[src/hw/fe_mem_cfg.svh]
`ifndef FE_MEM_CFG_SVH
`define FE_MEM_CFG_SVH

// address and instruction widths, 4 KiB pages.
`define FE_VADDR_W 32
`define FE_PTAG_W 20
`define FE_VTAG_W 20
`define FE_INSTR_W 32

`define FE_TLB_ELS 4

// direct mapped, one instruction per line.
`define FE_IC_SETS 16
`define FE_IC_IDX_W 4
`define FE_IC_OFF_W 6 // vaddr 11:6, above the index.
`define FE_IC_TAG_W 26 // ptag plus line offset bits.

// first dram page, lower pages are tile memory.
`define FE_DRAM_BASE_PTAG 20'h80000

`define FE_APB_DOMAIN_ADDR 4'h0
`define FE_APB_MODE_ADDR 4'h4

`endif

[src/hw/fe_mem_pkg.sv]
`include "fe_mem_cfg.svh"

package fe_mem_pkg;

   // command ops on the front end memory port.
   typedef enum logic [1:0] {
      op_fetch        = 2'd0,
      op_tlb_fill     = 2'd1,
      op_tlb_fence    = 2'd2,
      op_icache_fence = 2'd3
   } fe_op_e;

   typedef enum logic [1:0] {
      priv_u = 2'd0,
      priv_s = 2'd1
   } priv_e;

   // 22 bits.
   typedef struct packed {
      logic [`FE_PTAG_W-1:0] ptag;
      logic                  u; // user page.
      logic                  x; // executable.
   } tlb_entry_s;

endpackage

[src/hw/fe_mem_ctrl.sv]
`include "fe_mem_cfg.svh"

module fe_mem_ctrl (
   input  logic                      clk_i,
   input  logic                      reset_i,
   input  logic                      cmd_v_i,
   input  fe_mem_pkg::fe_op_e        cmd_op_i,
   input  logic [`FE_VTAG_W-1:0]     fetch_vtag_i,
   input  fe_mem_pkg::priv_e         priv_i,
   input  logic                      translation_en_i,
   input  logic                      poison_i,
   input  logic                      tlb_hit_i,
   input  fe_mem_pkg::tlb_entry_s    tlb_entry_i,
   input  logic                      uncached_i,
   input  logic [7:0]                domain_i,
   input  logic                      uncached_mode_i,
   input  logic                      ic_hit_i,
   input  logic [`FE_INSTR_W-1:0]    ic_data_i,
   output logic                      cmd_yumi_o,
   output logic                      fetch_v_o,
   output logic                      tlb_fill_v_o,
   output logic                      tlb_fence_v_o,
   output logic                      ic_fence_v_o,
   output logic [`FE_PTAG_W-1:0]     ptag_o,
   output logic                      resp_v_o,
   output logic [`FE_INSTR_W-1:0]    resp_data_o,
   output logic                      resp_itlb_miss_o,
   output logic                      resp_icache_miss_o,
   output logic                      resp_access_fault_o,
   output logic                      resp_page_fault_o
);

   logic                   s1_v_r;
   logic [`FE_VTAG_W-1:0]  s1_vtag_r;
   fe_mem_pkg::priv_e      s1_priv_r;
   logic                   s1_xlate_r;
   logic                   access_fault;
   logic                   page_fault;
   logic                   priv_fault;
   logic                   itlb_miss;

   // no back-pressure, every valid command is taken.
   assign cmd_yumi_o    = cmd_v_i;
   assign fetch_v_o     = cmd_v_i && (cmd_op_i == fe_mem_pkg::op_fetch);
   assign tlb_fill_v_o  = cmd_v_i && (cmd_op_i == fe_mem_pkg::op_tlb_fill);
   assign tlb_fence_v_o = cmd_v_i && (cmd_op_i == fe_mem_pkg::op_tlb_fence);
   assign ic_fence_v_o  = cmd_v_i && (cmd_op_i == fe_mem_pkg::op_icache_fence);

   always_ff @(posedge clk_i) begin
      if (reset_i) begin
         s1_v_r <= 1'b0;
      end else begin
         s1_v_r <= fetch_v_o;
      end
   end

   // fetch context travels with the fetch into stage 1.
   always_ff @(posedge clk_i) begin
      if (fetch_v_o) begin
         s1_vtag_r  <= fetch_vtag_i;
         s1_priv_r  <= priv_i;
         s1_xlate_r <= translation_en_i;
      end
   end

   assign ptag_o = s1_xlate_r ? tlb_entry_i.ptag : s1_vtag_r;

   assign priv_fault = ((s1_priv_r == fe_mem_pkg::priv_s) && tlb_entry_i.u)
                     || ((s1_priv_r == fe_mem_pkg::priv_u) && !tlb_entry_i.u);
   assign page_fault = s1_xlate_r && tlb_hit_i && (priv_fault || !tlb_entry_i.x);
   assign itlb_miss  = s1_xlate_r && !tlb_hit_i;

   // mode, domain and local memory checks.
   assign access_fault = (uncached_mode_i && !uncached_i)
                       || !domain_i[ptag_o[`FE_PTAG_W-1 -: 3]]
                       || (ptag_o < `FE_DRAM_BASE_PTAG);

   always_ff @(posedge clk_i) begin
      if (reset_i) begin
         resp_v_o <= 1'b0;
      end else begin
         resp_v_o <= s1_v_r && !poison_i; // poison kills in stage 1.
      end
   end

   always_ff @(posedge clk_i) begin
      if (s1_v_r) begin
         resp_data_o         <= ic_data_i;
         resp_itlb_miss_o    <= itlb_miss;
         resp_icache_miss_o  <= !ic_hit_i;
         resp_access_fault_o <= access_fault;
         resp_page_fault_o   <= page_fault;
      end
   end

endmodule

[src/hw/fe_mem_top.sv]
`include "fe_mem_cfg.svh"

module fe_mem_top (
   input  logic                     clk_i,
   input  logic                     reset_i,
   input  logic                     cmd_v_i,
   input  fe_mem_pkg::fe_op_e       cmd_op_i,
   input  logic [`FE_VADDR_W-1:0]   cmd_vaddr_i,
   input  logic [`FE_VTAG_W-1:0]    cmd_vtag_i,
   input  fe_mem_pkg::tlb_entry_s   cmd_entry_i,
   output logic                     cmd_yumi_o,
   input  fe_mem_pkg::priv_e        priv_i,
   input  logic                     translation_en_i,
   input  logic                     poison_i,
   input  logic                     psel_i,
   input  logic                     penable_i,
   input  logic                     pwrite_i,
   input  logic [3:0]               paddr_i,
   input  logic [31:0]              pwdata_i,
   output logic [31:0]              prdata_o,
   output logic                     pready_o,
   output logic                     pslverr_o,
   input  logic                     fill_v_i,
   input  logic [`FE_IC_IDX_W-1:0]  fill_index_i,
   input  logic [`FE_IC_TAG_W-1:0]  fill_tag_i,
   input  logic [`FE_INSTR_W-1:0]   fill_data_i,
   output logic                     resp_v_o,
   output logic [`FE_INSTR_W-1:0]   resp_data_o,
   output logic                     resp_itlb_miss_o,
   output logic                     resp_icache_miss_o,
   output logic                     resp_access_fault_o,
   output logic                     resp_page_fault_o
);

   logic                    fetch_v;
   logic                    tlb_fill_v;
   logic                    tlb_fence_v;
   logic                    ic_fence_v;
   logic                    tlb_hit;
   fe_mem_pkg::tlb_entry_s  tlb_entry;
   logic [`FE_PTAG_W-1:0]   ptag;
   logic                    uncached;
   logic [7:0]              domain;
   logic                    uncached_mode;
   logic                    ic_hit;
   logic [`FE_INSTR_W-1:0]  ic_data;

   fe_mem_ctrl ctrl (
      .clk_i               (clk_i),
      .reset_i             (reset_i),
      .cmd_v_i             (cmd_v_i),
      .cmd_op_i            (cmd_op_i),
      .fetch_vtag_i        (cmd_vaddr_i[31:12]),
      .priv_i              (priv_i),
      .translation_en_i    (translation_en_i),
      .poison_i            (poison_i),
      .tlb_hit_i           (tlb_hit),
      .tlb_entry_i         (tlb_entry),
      .uncached_i          (uncached),
      .domain_i            (domain),
      .uncached_mode_i     (uncached_mode),
      .ic_hit_i            (ic_hit),
      .ic_data_i           (ic_data),
      .cmd_yumi_o          (cmd_yumi_o),
      .fetch_v_o           (fetch_v),
      .tlb_fill_v_o        (tlb_fill_v),
      .tlb_fence_v_o       (tlb_fence_v),
      .ic_fence_v_o        (ic_fence_v),
      .ptag_o              (ptag),
      .resp_v_o            (resp_v_o),
      .resp_data_o         (resp_data_o),
      .resp_itlb_miss_o    (resp_itlb_miss_o),
      .resp_icache_miss_o  (resp_icache_miss_o),
      .resp_access_fault_o (resp_access_fault_o),
      .resp_page_fault_o   (resp_page_fault_o)
   );

   itlb itlb (
      .clk_i        (clk_i),
      .reset_i      (reset_i),
      .flush_i      (tlb_fence_v),
      .lookup_v_i   (fetch_v),
      .fill_v_i     (tlb_fill_v),
      .vtag_i       (cmd_vaddr_i[31:12]),
      .fill_vtag_i  (cmd_vtag_i),
      .fill_entry_i (cmd_entry_i),
      .hit_o        (tlb_hit),
      .entry_o      (tlb_entry)
   );

   pma_apb pma (
      .clk_i           (clk_i),
      .reset_i         (reset_i),
      .psel_i          (psel_i),
      .penable_i       (penable_i),
      .pwrite_i        (pwrite_i),
      .paddr_i         (paddr_i),
      .pwdata_i        (pwdata_i),
      .ptag_i          (ptag),
      .prdata_o        (prdata_o),
      .pready_o        (pready_o),
      .pslverr_o       (pslverr_o),
      .uncached_o      (uncached),
      .domain_o        (domain),
      .uncached_mode_o (uncached_mode)
   );

   // virtually indexed by vaddr 5:2.
   icache icache (
      .clk_i        (clk_i),
      .reset_i      (reset_i),
      .read_v_i     (fetch_v),
      .index_i      (cmd_vaddr_i[5:2]),
      .line_off_i   (cmd_vaddr_i[11:6]),
      .ptag_i       (ptag),
      .fence_i      (ic_fence_v),
      .fill_v_i     (fill_v_i),
      .fill_index_i (fill_index_i),
      .fill_tag_i   (fill_tag_i),
      .fill_data_i  (fill_data_i),
      .hit_o        (ic_hit),
      .data_o       (ic_data)
   );

endmodule

[src/hw/icache.sv]
`include "fe_mem_cfg.svh"

module icache (
   input  logic                     clk_i,
   input  logic                     reset_i,
   input  logic                     read_v_i,
   input  logic [`FE_IC_IDX_W-1:0]  index_i,
   input  logic [`FE_IC_OFF_W-1:0]  line_off_i,
   input  logic [`FE_PTAG_W-1:0]    ptag_i,
   input  logic                     fence_i,
   input  logic                     fill_v_i,
   input  logic [`FE_IC_IDX_W-1:0]  fill_index_i,
   input  logic [`FE_IC_TAG_W-1:0]  fill_tag_i,
   input  logic [`FE_INSTR_W-1:0]   fill_data_i,
   output logic                     hit_o,
   output logic [`FE_INSTR_W-1:0]   data_o
);

   logic [`FE_IC_SETS-1:0]   valid_r;
   logic [`FE_IC_TAG_W-1:0]  tag_mem_r [`FE_IC_SETS];
   logic [`FE_INSTR_W-1:0]   data_mem_r [`FE_IC_SETS];
   logic                     line_v_r;
   logic [`FE_IC_TAG_W-1:0]  line_tag_r;
   logic [`FE_INSTR_W-1:0]   line_data_r;
   logic [`FE_IC_OFF_W-1:0]  off_r;

   always_ff @(posedge clk_i) begin
      if (reset_i) begin
         valid_r  <= '0;
         line_v_r <= 1'b0;
      end else begin
         if (fence_i) begin
            valid_r <= '0;
         end else if (fill_v_i) begin
            valid_r[fill_index_i] <= 1'b1;
         end
         if (read_v_i) begin
            line_v_r <= valid_r[index_i];
         end
      end
   end

   always_ff @(posedge clk_i) begin
      if (fill_v_i) begin
         tag_mem_r[fill_index_i]  <= fill_tag_i;
         data_mem_r[fill_index_i] <= fill_data_i;
      end
      // stage 0 read, used in stage 1.
      if (read_v_i) begin
         line_tag_r  <= tag_mem_r[index_i];
         line_data_r <= data_mem_r[index_i];
         off_r       <= line_off_i;
      end
   end

   // physical tag compare.
   assign hit_o  = line_v_r && (line_tag_r == {ptag_i, off_r});
   assign data_o = hit_o ? line_data_r : '0;

   // fill port and fence command are independent sources.
   fill_fence_excl_a: assert property (@(posedge clk_i) disable iff (reset_i)
      !(fill_v_i && fence_i));

endmodule

[src/hw/itlb.sv]
`include "fe_mem_cfg.svh"

module itlb (
   input  logic                      clk_i,
   input  logic                      reset_i,
   input  logic                      flush_i,
   input  logic                      lookup_v_i,
   input  logic                      fill_v_i,
   input  logic [`FE_VTAG_W-1:0]     vtag_i,
   input  logic [`FE_VTAG_W-1:0]     fill_vtag_i,
   input  fe_mem_pkg::tlb_entry_s    fill_entry_i,
   output logic                      hit_o,
   output fe_mem_pkg::tlb_entry_s    entry_o
);

   localparam int ptr_w = $clog2(`FE_TLB_ELS);

   logic [`FE_TLB_ELS-1:0]    valid_r;
   logic [`FE_VTAG_W-1:0]     vtag_mem_r [`FE_TLB_ELS];
   fe_mem_pkg::tlb_entry_s    entry_mem_r [`FE_TLB_ELS];
   logic [ptr_w-1:0]          rr_ptr_r;
   logic [`FE_TLB_ELS-1:0]    lookup_match;
   logic [`FE_TLB_ELS-1:0]    fill_match;
   logic [ptr_w-1:0]          fill_ptr;
   fe_mem_pkg::tlb_entry_s    lookup_entry;
   logic [`FE_TLB_ELS-1:0]    hit_vec_r;

   always_comb begin
      lookup_entry = '0;
      fill_ptr     = rr_ptr_r;
      for (int i = 0; i < `FE_TLB_ELS; i++) begin
         lookup_match[i] = valid_r[i] && (vtag_mem_r[i] == vtag_i);
         fill_match[i]   = valid_r[i] && (vtag_mem_r[i] == fill_vtag_i);
         if (lookup_match[i]) begin
            lookup_entry = lookup_entry | entry_mem_r[i];
         end
         if (fill_match[i]) begin
            fill_ptr = ptr_w'(i); // refill in place.
         end
      end
   end

   always_ff @(posedge clk_i) begin
      if (reset_i) begin
         valid_r   <= '0;
         rr_ptr_r  <= '0;
         hit_vec_r <= '0;
      end else begin
         if (flush_i) begin
            valid_r <= '0;
         end else if (fill_v_i) begin
            valid_r[fill_ptr] <= 1'b1;
            if (!(|fill_match)) begin
               rr_ptr_r <= rr_ptr_r + 1'b1;
            end
         end
         if (lookup_v_i) begin
            hit_vec_r <= lookup_match;
         end
      end
   end

   always_ff @(posedge clk_i) begin
      if (fill_v_i) begin
         vtag_mem_r[fill_ptr]  <= fill_vtag_i;
         entry_mem_r[fill_ptr] <= fill_entry_i;
      end
      if (lookup_v_i) begin
         entry_o <= lookup_entry; // zero on a miss.
      end
   end

   assign hit_o = |hit_vec_r;

   // fill and fence come from separate commands.
   fill_flush_excl_a: assert property (@(posedge clk_i) disable iff (reset_i)
      !(fill_v_i && flush_i));

   // refill in place keeps vtags unique.
   hit_onehot_a: assert property (@(posedge clk_i) disable iff (reset_i)
      $onehot0(hit_vec_r));

endmodule

[src/hw/pma_apb.sv]
`include "fe_mem_cfg.svh"

module pma_apb (
   input  logic                   clk_i,
   input  logic                   reset_i,
   input  logic                   psel_i,
   input  logic                   penable_i,
   input  logic                   pwrite_i,
   input  logic [3:0]             paddr_i,
   input  logic [31:0]            pwdata_i,
   input  logic [`FE_PTAG_W-1:0]  ptag_i,
   output logic [31:0]            prdata_o,
   output logic                   pready_o,
   output logic                   pslverr_o,
   output logic                   uncached_o,
   output logic [7:0]             domain_o,
   output logic                   uncached_mode_o
);

   logic [7:0]  domain_r;
   logic        mode_r;
   logic        access;
   logic        known_addr;

   assign access     = psel_i && penable_i;
   assign known_addr = (paddr_i == `FE_APB_DOMAIN_ADDR) || (paddr_i == `FE_APB_MODE_ADDR);

   always_ff @(posedge clk_i) begin
      if (reset_i) begin
         domain_r <= 8'h01; // only domain 0 on.
         mode_r   <= 1'b0;
      end else if (access && pwrite_i) begin
         if (paddr_i == `FE_APB_DOMAIN_ADDR) begin
            domain_r <= pwdata_i[7:0];
         end
         if (paddr_i == `FE_APB_MODE_ADDR) begin
            mode_r <= pwdata_i[0];
         end
      end
   end

   always_comb begin
      prdata_o = '0;
      if (paddr_i == `FE_APB_DOMAIN_ADDR) begin
         prdata_o[7:0] = domain_r;
      end else if (paddr_i == `FE_APB_MODE_ADDR) begin
         prdata_o[0] = mode_r;
      end
   end

   assign pready_o  = 1'b1; // single cycle access phase.
   assign pslverr_o = access && !known_addr;

   // top quarter of physical space is uncached.
   assign uncached_o      = (ptag_i[`FE_PTAG_W-1 -: 2] == 2'b11);
   assign domain_o        = domain_r;
   assign uncached_mode_o = mode_r;

endmodule

[config.mk]
export PLATFORM = sky130hd
export DESIGN_NAME = fe_mem_top
export DESIGN_NICKNAME = d
export VERILOG_FILES = /design/src/hw/fe_mem_pkg.sv /design/src/hw/fe_mem_ctrl.sv /design/src/hw/fe_mem_top.sv /design/src/hw/icache.sv /design/src/hw/itlb.sv /design/src/hw/pma_apb.sv
export VERILOG_INCLUDE_DIRS = /design/src /design/src/hw
export SDC_FILE = /design/constraint.sdc
export NUM_CORES = 1
export LEC_CHECK = 0
export BUFFER_PORTS_ARGS = -buffer_cell sky130_fd_sc_hd__buf_2
export CAP_MARGIN = 15
export CORE_UTILIZATION = 30
export DETAILED_ROUTE_END_ITERATION = 7
export PLACE_DENSITY = 0.57
export SYNTH_ARGS = -nofsm -noshare
export SYNTH_HDL_FRONTEND = slang
export SYNTH_SLANG_ARGS = --single-unit
[constraint.sdc]
create_clock -name clk_i -period 14.9 [get_ports clk_i]
set_clock_uncertainty 0.2 [all_clocks]
set_input_delay 2.235 -clock clk_i [delete_from_list [all_inputs] [get_ports clk_i]]
set_output_delay 2.235 -clock clk_i [all_outputs]
set_load 0.05 [all_outputs]
==> metrics.md, run 1 <==
| Metric | Value |
|---|---|
| Max incr delay on CP | around 0.40 ns |
| Max-slew headroom | about 27% |
| Hold_buf cts | 0 |
| TritonCTS clock tree | yes |
| Cell family with most CP delay | buffers and inverters |
| Wire length on met1 | 50500 um |
| Aggregate negative setup slack | 0 ns |
| Area Growth Syn to Fin | 17.0% |
| Largest net degree at the start of global routing | 75 |
| DR WL met2 | about 57000 um |
| HP Class | flop to flop |
| Largest family of logic cells by synthesized area | multiplexers |
| Reg-to-Reg Start | itlb.vtag_mem_r[0][7]$_DFFE_PP_ |
| Met3 wire length | 8190 um |
| Peak VDD IR | 0.112 mV |
| Fmax | ~170 MHz |
| Initial antenna violation count | 42 |
| Wirelength per Cell | 24.8 um |
| Post-Syn Area | slightly below 50000 sq um |
| Post-synthesis register bit count | about 1300 |
| First-pass GRT wire length | about 170000 um |
| CP Launch Type | primary input |
| Total Wirelength | about 120000 um |
| Simple-gate portion of the synthesized area | 2.20% |
| FF-to-FF path depth | 7 |
| DR top layer | met5 |
| Post-route DRC | 0 |
| Die width | roughly 410 um |
| Vias in the first global route | approximately 23000 |
| R2r endpoint | itlb.entry_mem_r[2][7]$_DFFE_PP_ |
| Setup slack, reg-to-reg | 10.76 ns |
| Reg clk slew, reported paths | approximately 0.060 ns |
| Slowest CP cell | nor4_2 |
| DP Area | ~53000 sq um |
| DRT antenna net count | 0 |
| Hold Path Depth | 2 |
| Share of the synthesized area in the top cell type | between 70% and 80% |
| Max-cap viol count | 0 |
| CP Buf/Inv Count | 3 |
| Die Ht | about 410 um |
| RSZ-0062 raised after global routing | false |
| HPWL after DPL | about 65000 um |
| Drt initial violations | 1956 |
| H-tree Lvls | 4 |
| Root Buffer | clkbuf_16 |
| Fraction of layout cells with a size suffix above 1 | about 30% |
| Syn_area_per_cell | approximately 22 sq um |
| Leakage | roughly 0.018 uW |
| Die Footprint | approximately 160000 sq um |
| Synth Area in XOR/XNOR | 3.33% |
| Total CTS buffers | between 100 and 150 |
| Hold endpoint | itlb.hit_vec_r[2]$_SDFFE_PP0P_ |
| Setup bufs post-CTS | 0 |
| Part of the Yosys area used for sequential elements | between 70% and 80% |
| PD cells | approximately 140 nW/um^2 |
| Post-layout nets | around 2700 |
| Via density | roughly 4.8 |
| Final Hold Viols | 0 |
| Syn Inst Count | between 2000 and 2500 |
| Yosys cell types | 45 |
| Initial Util | between 30 and 40% |
| I/O Pins | ~260 |
| Total track usage | between 10% and 20% |
| Pre-CTS setup slack | approximately 8.4 ns |
| Crit-path cells | buf_2 -> nor4_2 -> buf_4 -> and2_1 -> buf_2 |
| Post-CTS resize count | 0 |
| Mux cell area share after synthesis | 14.2% |
| Number of setup violations in the final report | 0 |
| Least-Margin Pin Slew | 1.10 ns |
| Fin crit period | approximately 5.9 ns |
| Synth area leader | edfxtp_1 |
| Status | complete, no violations |
| Worst Setup Slack, final | a little over 9 ns |
| Dominant cells by area after synthesis | edfxtp_1, mux4_2, xnor2_1 |
| Final Slew Violations | 0 |
| Compound-gate portion of the synthesized area | between 1 and 1.5% |
| Worst setup EP type | output pin |
| Worst skew pair latency | approximately 0.75 ns |
| Port bufs | approximately 200 |
| CP arrival | about 3.4 ns |
| Post-Layout Cell Count | 4771 |
| Final Cell Area | 57300 sq um |
| Via count | approximately 23000 |
| Hold Crit Start | itlb.hit_vec_r[2]$_SDFFE_PP0P_ |
| FP Rows | ~150 |
| Worst Path Required | roughly 12 ns |
| Most frequent CP cell | buf_2 |
| Crit-path max FO | 5 |
| CORE AREA | approximately 160000 sq um |
| Drt first pass iters | 5 |
| GPL Wtd Cong | just under 0.8 |
| Adder-cell share of the synthesized area | 0% |
| CTS Buffer Depth | 3 |
| Fin crit share | 39.3% |
| Grt total ovfl | 0 |
| Critical path class | primary input to output pin |
| Total clock sinks | 1279 |
| Tot Pwr | 7780 uW |
| DP Cell Count | ~4500 |
| Syn. warnings | 0 |
-- sequential cells by signal, summed over array words and instances, names as in the netlist, 2 cells and up --
| signal | cells |
|---|---|
| ctrl.resp_data_o | 32 |
| ctrl.s1_priv_r | 2 |
| ctrl.s1_vtag_r | 20 |
| icache.data_mem_r | 512 |
| icache.line_data_r | 32 |
| icache.line_tag_r | 26 |
| icache.off_r | 6 |
| icache.tag_mem_r | 416 |
| icache.valid_r | 16 |
| itlb.entry_mem_r | 88 |
| itlb.entry_o | 22 |
| itlb.hit_vec_r | 4 |
| itlb.rr_ptr_r | 2 |
| itlb.valid_r | 4 |
| itlb.vtag_mem_r | 80 |
| pma.domain_o | 8 |
-- cells in the final DEF (no fill, tap or decap), types with 3 or more instances in the layout --
master	count
clkbuf_8	3
clkinvlp_4	4
and2_1	41
mux2i_1	30
o21a_1	20
nor3_2	4
nor2_1	13
xor2_1	87
nand3_1	12
nand3b_1	4
a22oi_1	44
edfxtp_1	1241
inv_1	6
mux4_2	295
nor4_2	5
buf_2	201
clkbuf_1	24
o21ai_0	5
bufinv_16	9
clkinv_2	16
buf_4	49
a21oi_1	7
nor2_4	12
clkinv_16	6
clkbuf_16	142
conb_1	25
clkinv_1	31
nor4_1	24
diode_2	4
nand2_1	37
xnor2_1	99
nor3_1	6
nand4_1	24
nor3b_1	3
inv_6	9
dfxtp_1	37
-- area by class of cell --
type / instances / area, sq um
Clock inverter: 78 / 820
Timing Repair Buffer: 253 / 1420
Fill cell: 14932 / 104000
Clock buffer: 169 / 3680
Sequential cell: 1279 / 38000
Multi-Input combinational cell: 821 / 10600
Antenna cell: 4 / 10.0
Inverter: 7 / 31.3
Tap cell: 2160 / 2700
-- stage by stage --
step           utilization [%]  hold slack (ns)
6_report                  35.5            0.258
5_1_grt                   35.5            0.272
4_1_cts                   35.5            0.260
3_5_place_dp              32.7            0.252
3_3_place_gp              32.7            0.241
2_1_floorplan                -            0.226
-- power by group --
group	switching (uW)	leakage (uW)	internal, uW	total [uW]
registers	19.1	0.0115	4020	4040
logic	218	0.00430	142	360
clock network	1440	0.00218	1940	3380
total	1680	0.0180	6100	7780
-- synth_stat cells, drive strengths merged --
library cell  number
edfxtp          1241
mux4             295
xnor2             99
xor2              87
clkbuf            59
buf               52
a22oi             44
and2              42
dfxtp             38
nand2             37
mux2i             30
nor4              30
nor2              25
nand4             24
o21a              20
nand3             12
nor3              10
a21oi              8
inv                7
o21ai              5
nand3b             4
nor3b              3
a31oi              2
and3               2
conb               2
nand2b             2
nor2b              2
a2111oi            1
a211o              1
a211oi             1
a21boi             1
a311oi             1
mux2               1
o2111a             1
o211a              1
o31ai              1
or2                1
or3                1
or3b               1
or4                1
-- tightest hold or removal path: cells and delay by family (launching register included) --
kind             cells  cell delay (ns)
flip-flops           1             0.31
AO/OA/AOI/OAI        1             0.05
AND/OR/NAND/NOR      1             0.05
-- logic make-up after synthesis --
family                 after synthesis
AO/OA/AOI/OAI                       87
multiplexers                       326
XOR/XNOR                           186
buffers and inverters              118
flip-flops                        1279
other                                2
AND/OR/NAND/NOR                    197
-- how the worst max path moves through the flow --
stage / start / endpoint / slack (ns) / cells past startpoint
CTS: paddr_i[1] / prdata_o[4] / 9.01 / 5
detailed placement: cmd_vaddr_i[2] / icache.line_data_r[20]$_DFFE_PP_ / 8.37 / 5
global route: cmd_vaddr_i[2] / icache.line_data_r[20]$_DFFE_PP_ / 8.96 / 5
floorplan: fill_index_i[1] / icache.data_mem_r[0][0]$_DFFE_PP_ / 7.40 / 2
global placement: cmd_vaddr_i[2] / icache.line_data_r[20]$_DFFE_PP_ / 8.37 / 5
finish: paddr_i[1] / prdata_o[5] / 9.05 / 5
-- per-layer routing --
layer / up-vias / track usage (%)
met2: 711 / 23.1
met4: 34 / 3.61
li1: 9672 / -
met5: - / 0
met1: 12108 / 19.2
met3: 208 / 3.74
Note: power is estimated with default switching activity, not from simulation.
==> run 2, diff against run 1 <==
--- a/config.mk
+++ b/config.mk
@@ -6,11 +6,12 @@
 export SDC_FILE = /design/constraint.sdc
 export NUM_CORES = 1
 export LEC_CHECK = 0
+export ABC_AREA = 1
 export BUFFER_PORTS_ARGS = -buffer_cell sky130_fd_sc_hd__buf_2
 export CAP_MARGIN = 15
 export CORE_UTILIZATION = 30
 export DETAILED_ROUTE_END_ITERATION = 7
-export PLACE_DENSITY = 0.57
+export PLACE_DENSITY = 0.58
 export SYNTH_ARGS = -nofsm -noshare
 export SYNTH_HDL_FRONTEND = slang
 export SYNTH_SLANG_ARGS = --single-unit
==> constraint.sdc (replaced) <==
create_clock -name clk_i -period 4.85 [get_ports clk_i]
set_clock_uncertainty 0.2 [all_clocks]
set_input_delay 0.7275 -clock clk_i [delete_from_list [all_inputs] [get_ports clk_i]]
set_output_delay 0.7275 -clock clk_i [all_outputs]
set_load 0.05 [all_outputs]
==> run 2 against run 1 <==
Clock-buffer cell count increased by 9. Sequential cell count unchanged. Global-route usage increased by 1.5 points. Via count increased by 39%. Die area increased by 6.4%. Largest cell class unchanged.
==> metrics.md, run 2 <==
| Metric | Value |
|---|---|
| Status | complete, no violations |
| FP Rows | approximately 150 |
| Leakage | roughly 0.022 uW |
| Worst setup EP type | flop |
| CTS Buffer Depth | 3 |
| Fin crit share | between 60 and 70% |
| Drt first pass iters | 6 |
| Post-Syn Area | roughly 52000 sq um |
| Clock share of power | a little over two fifths |
| Critical path class | flop to flop |
| Die Footprint | roughly 180000 sq um |
| Largest net degree at the start of global routing | around 130 |
| Initial Util | between 30% and 40% |
| Fmax | about 310 MHz |
| Post-layout nets | around 4300 |
| Syn. warnings | 0 |
| Max-cap viol count | 0 |
| Post-synthesis register bit count | around 1300 |
| Via density | just under 5 |
| Synth area leader | edfxtp_1 |
| Root Buffer | clkbuf_16 |
| Final Hold Viols | 0 |
| Fraction of layout cells with a size suffix above 1 | roughly an eighth |
| Mux cell area share after synthesis | under 10% |
| Top reg by flops | icache.data_mem_r |
| RSZ-0062 raised after global routing | false |
| Global routing's busiest layer | met2 |
| Compound-gate portion of the synthesized area | 9.90% |
| FF+latch area | between 30000 and 40000 sq um |
| Total track usage | between 10% and 20% |
| Internal power | 18900 uW |
| CORE AREA | 172000 sq um |
| Psw | 5520 uW |
| Area Growth Syn to Fin | 17.4% |
| Vias in the first global route | roughly 30000 |
| Post-route DRC | 0 |
| Die Ht | 419 um |
| Largest register FFs | 512 |
| Syn Inst Count | between 3000 and 4000 |
| Met1 track demand over resource | 21.1% |
| Syn_area_per_cell | between 10 and 15 sq um |
| Peak VDD IR | approximately 0.26 mV |
| Sw Ratio | between 20% and 30% |
| Port bufs | 205 |
| Worst skew pair latency | between 0.7 and 0.8 ns |
| Max-slew headroom | just under 30% |
| Reg clk slew, reported paths | roughly 0.06 ns |
| Part of the Yosys area used for sequential elements | around 73% |
| Leading cell type in the layout, fill and taps excluded | edfxtp_1 |
| Initial antenna violation count | 33 |
| Post-synth top cells | edfxtp_1, inv_1, nand2_1 |
| Final Slew Violations | 0 |
| Commonest cells after routing, fill and taps aside | edfxtp_1, inv_1, nand2_1 |
| Total CTS buffers | roughly 140 |
| Met2 track demand over resource | about a quarter |
| Ys async rst share | 0% |
| Die width | 419 um |
| Synth Area in XOR/XNOR | less than 1% |
| Grt total ovfl | 0 |
| Top Registers | icache.data_mem_r (512), icache.tag_mem_r (416), itlb.entry_mem_r (88) |
| Drt initial violations | about 3000 |
| DRT antenna net count | 0 |
| Prevailing post-synth register cell | edfxtp_1 |
| Simple-gate portion of the synthesized area | under 10% |
| CP Launch Type | flop |
| CP arrival | roughly 3.7 ns |
| Fin crit period | between 3 and 4 ns |
| DP Cell Count | 6258 |
| Number of setup violations in the final report | 0 |
| Dominant cells by area after synthesis | edfxtp_1, mux2i_1, o211ai_1 |
| H-tree Lvls | 4 |
| Worst Path Required | ~5.3 ns |
| Top-count cell post-synth | edfxtp_1 |
| Yosys cell types | 43 |
| Post-synth EDFFs | 1241 |
| TritonCTS clock tree | yes |
| Post-Layout Cell Count | about 6600 |
| Routing usage on met3 | roughly 2.4% |
| Setup bufs post-CTS | 0 |
| Adder-cell share of the synthesized area | 0% |
| Crit-path max FO | 21 |
| Tot Pwr | 24400 uW |
| HPWL after DPL | between 70000 and 80000 um |
| Wirelength per Cell | 21.5 um |
| Largest family of logic cells by synthesized area | compound AO/OA/AOI/OAI gates |
| HP Class | primary input to flop |
| Total Wirelength | around 140000 um |
| Multi-input gate area | between 10000 and 15000 sq um |
| Total clock sinks | ~1300 |
| Aggregate negative setup slack | 0 ns |
| PD cells | about 400 nW/um^2 |
| Sequential power share | 50.8% |
| Fillers | approximately 17000 |
| First-pass GRT wire length | 205000 um |
| Via count | approximately 32000 |
| Least-Margin Pin Slew | 1.06 ns |
| Share of the synthesized area in the top cell type | between 70 and 80% |
| Final core utilization | a little over a third |
| I/O Pins | 257 |
| Gate power share | around 5.5% |
| GPL Wtd Cong | ~0.92 |
run 2: cell count changes after synthesis, moves of 60 or more:
cell,change
inv_1,+406
nand2_1,+346
o21ai_0,+316
mux4_2,-295
a21oi_1,+245
o211ai_1,+240
mux2i_1,+205
nor2_1,+120
nand4_1,+92
clkbuf_1,+81
xor2_1,-76
nand3_1,+60
xnor2_1,-60
run 2: final cells by class:
| cell class | instances | share of cell area (%) |
|---|---|---|
| sequential | 1279 | 62.2 |
| antenna | 8 | 0.0328 |
| multi-input combinational | 1968 | 19.1 |
| tap | 2310 | 4.73 |
| timing repair buffer | 316 | 3.64 |
| clock buffer | 178 | 6.12 |
| inverter | 420 | 2.60 |
| clock inverter | 80 | 1.51 |
run 2: worst max-delay path: stages (launching register included):
cell and delay, ns:
edfxtp_1 0.41, inv_2 0.32, or2_0 0.18, o21a_1 0.41
xor2_1 0.15, nor4_2 0.30, nand4_4 0.53, buf_4 0.44
nor2_2 0.13
run 2: cells by family (layout without fill, tap and decap cells):
group / Yosys count / after routing
DFF: 1279 / 1279
AOI/OAI and AO/OA: 888 / 888
and+or+nand+nor: 770 / 770
buffers and inverters: 653 / 994
muxes: 235 / 235
xor gates and xnor gates: 50 / 50
other: 2 / 33
run 2: path summary, 6_finish.rpt:
kind / from / cells after the start / to / slack, ns
max: ctrl.s1_xlate_r$_DFFE_PP_ / 8 / ctrl.resp_data_o[3]$_SDFFCE_PN0P_ / 1.59
min: cmd_vaddr_i[10] / 1 / icache.off_r[4]$_DFFE_PP_ / 0.08
max reg2reg: ctrl.s1_xlate_r$_DFFE_PP_ / 8 / ctrl.resp_data_o[3]$_SDFFCE_PN0P_ / 1.59
min reg2reg: pma.domain_o[1]$_SDFFE_PP0P_ / 2 / pma.domain_o[1]$_SDFFE_PP0P_ / 0.25
run 2: power by group through the flow:
| stage | logic, uW | registers (uW) | clock network [uW] |
|---|---|---|---|
| after floorplan | 749 | 12700 | 0 |
| after global placement | 1310 | 12600 | 0 |
| after detailed placement | 1320 | 12600 | 0 |
| after CTS | 1350 | 12400 | 10900 |
| after global routing | 1470 | 12400 | 11300 |
| final | 1340 | 12400 | 10700 |
run 2: per-stage QoR:
| step | hold WS (ns) | cell area (sq um) | setup WS [ns] |
|---|---|---|---|
| after floorplan | 0.229 | 52200 | 0.682 |
| after global placement | 0.244 | 56100 | 1.16 |
| after detailed placement | 0.248 | 56100 | 1.19 |
| after CTS | 0.00890 | 61100 | 1.49 |
| after global routing | 0.0443 | 61100 | 1.40 |
| final | 0.0811 | 61100 | 1.59 |
run 2: timing repair:
item                                   in CTS  in global routing
resized for setup                           0                  0
endpoints found under the hold margin      99                  0
hold buffers                               34                  0
run 2: routing by layer:
metal  vias to the layer above  share of wire, %
met2                      1020                48
met1                     15692                43
li1                      14668                 -
met4                        16               2.5
met3                       244               6.1
met5                         -             0.069
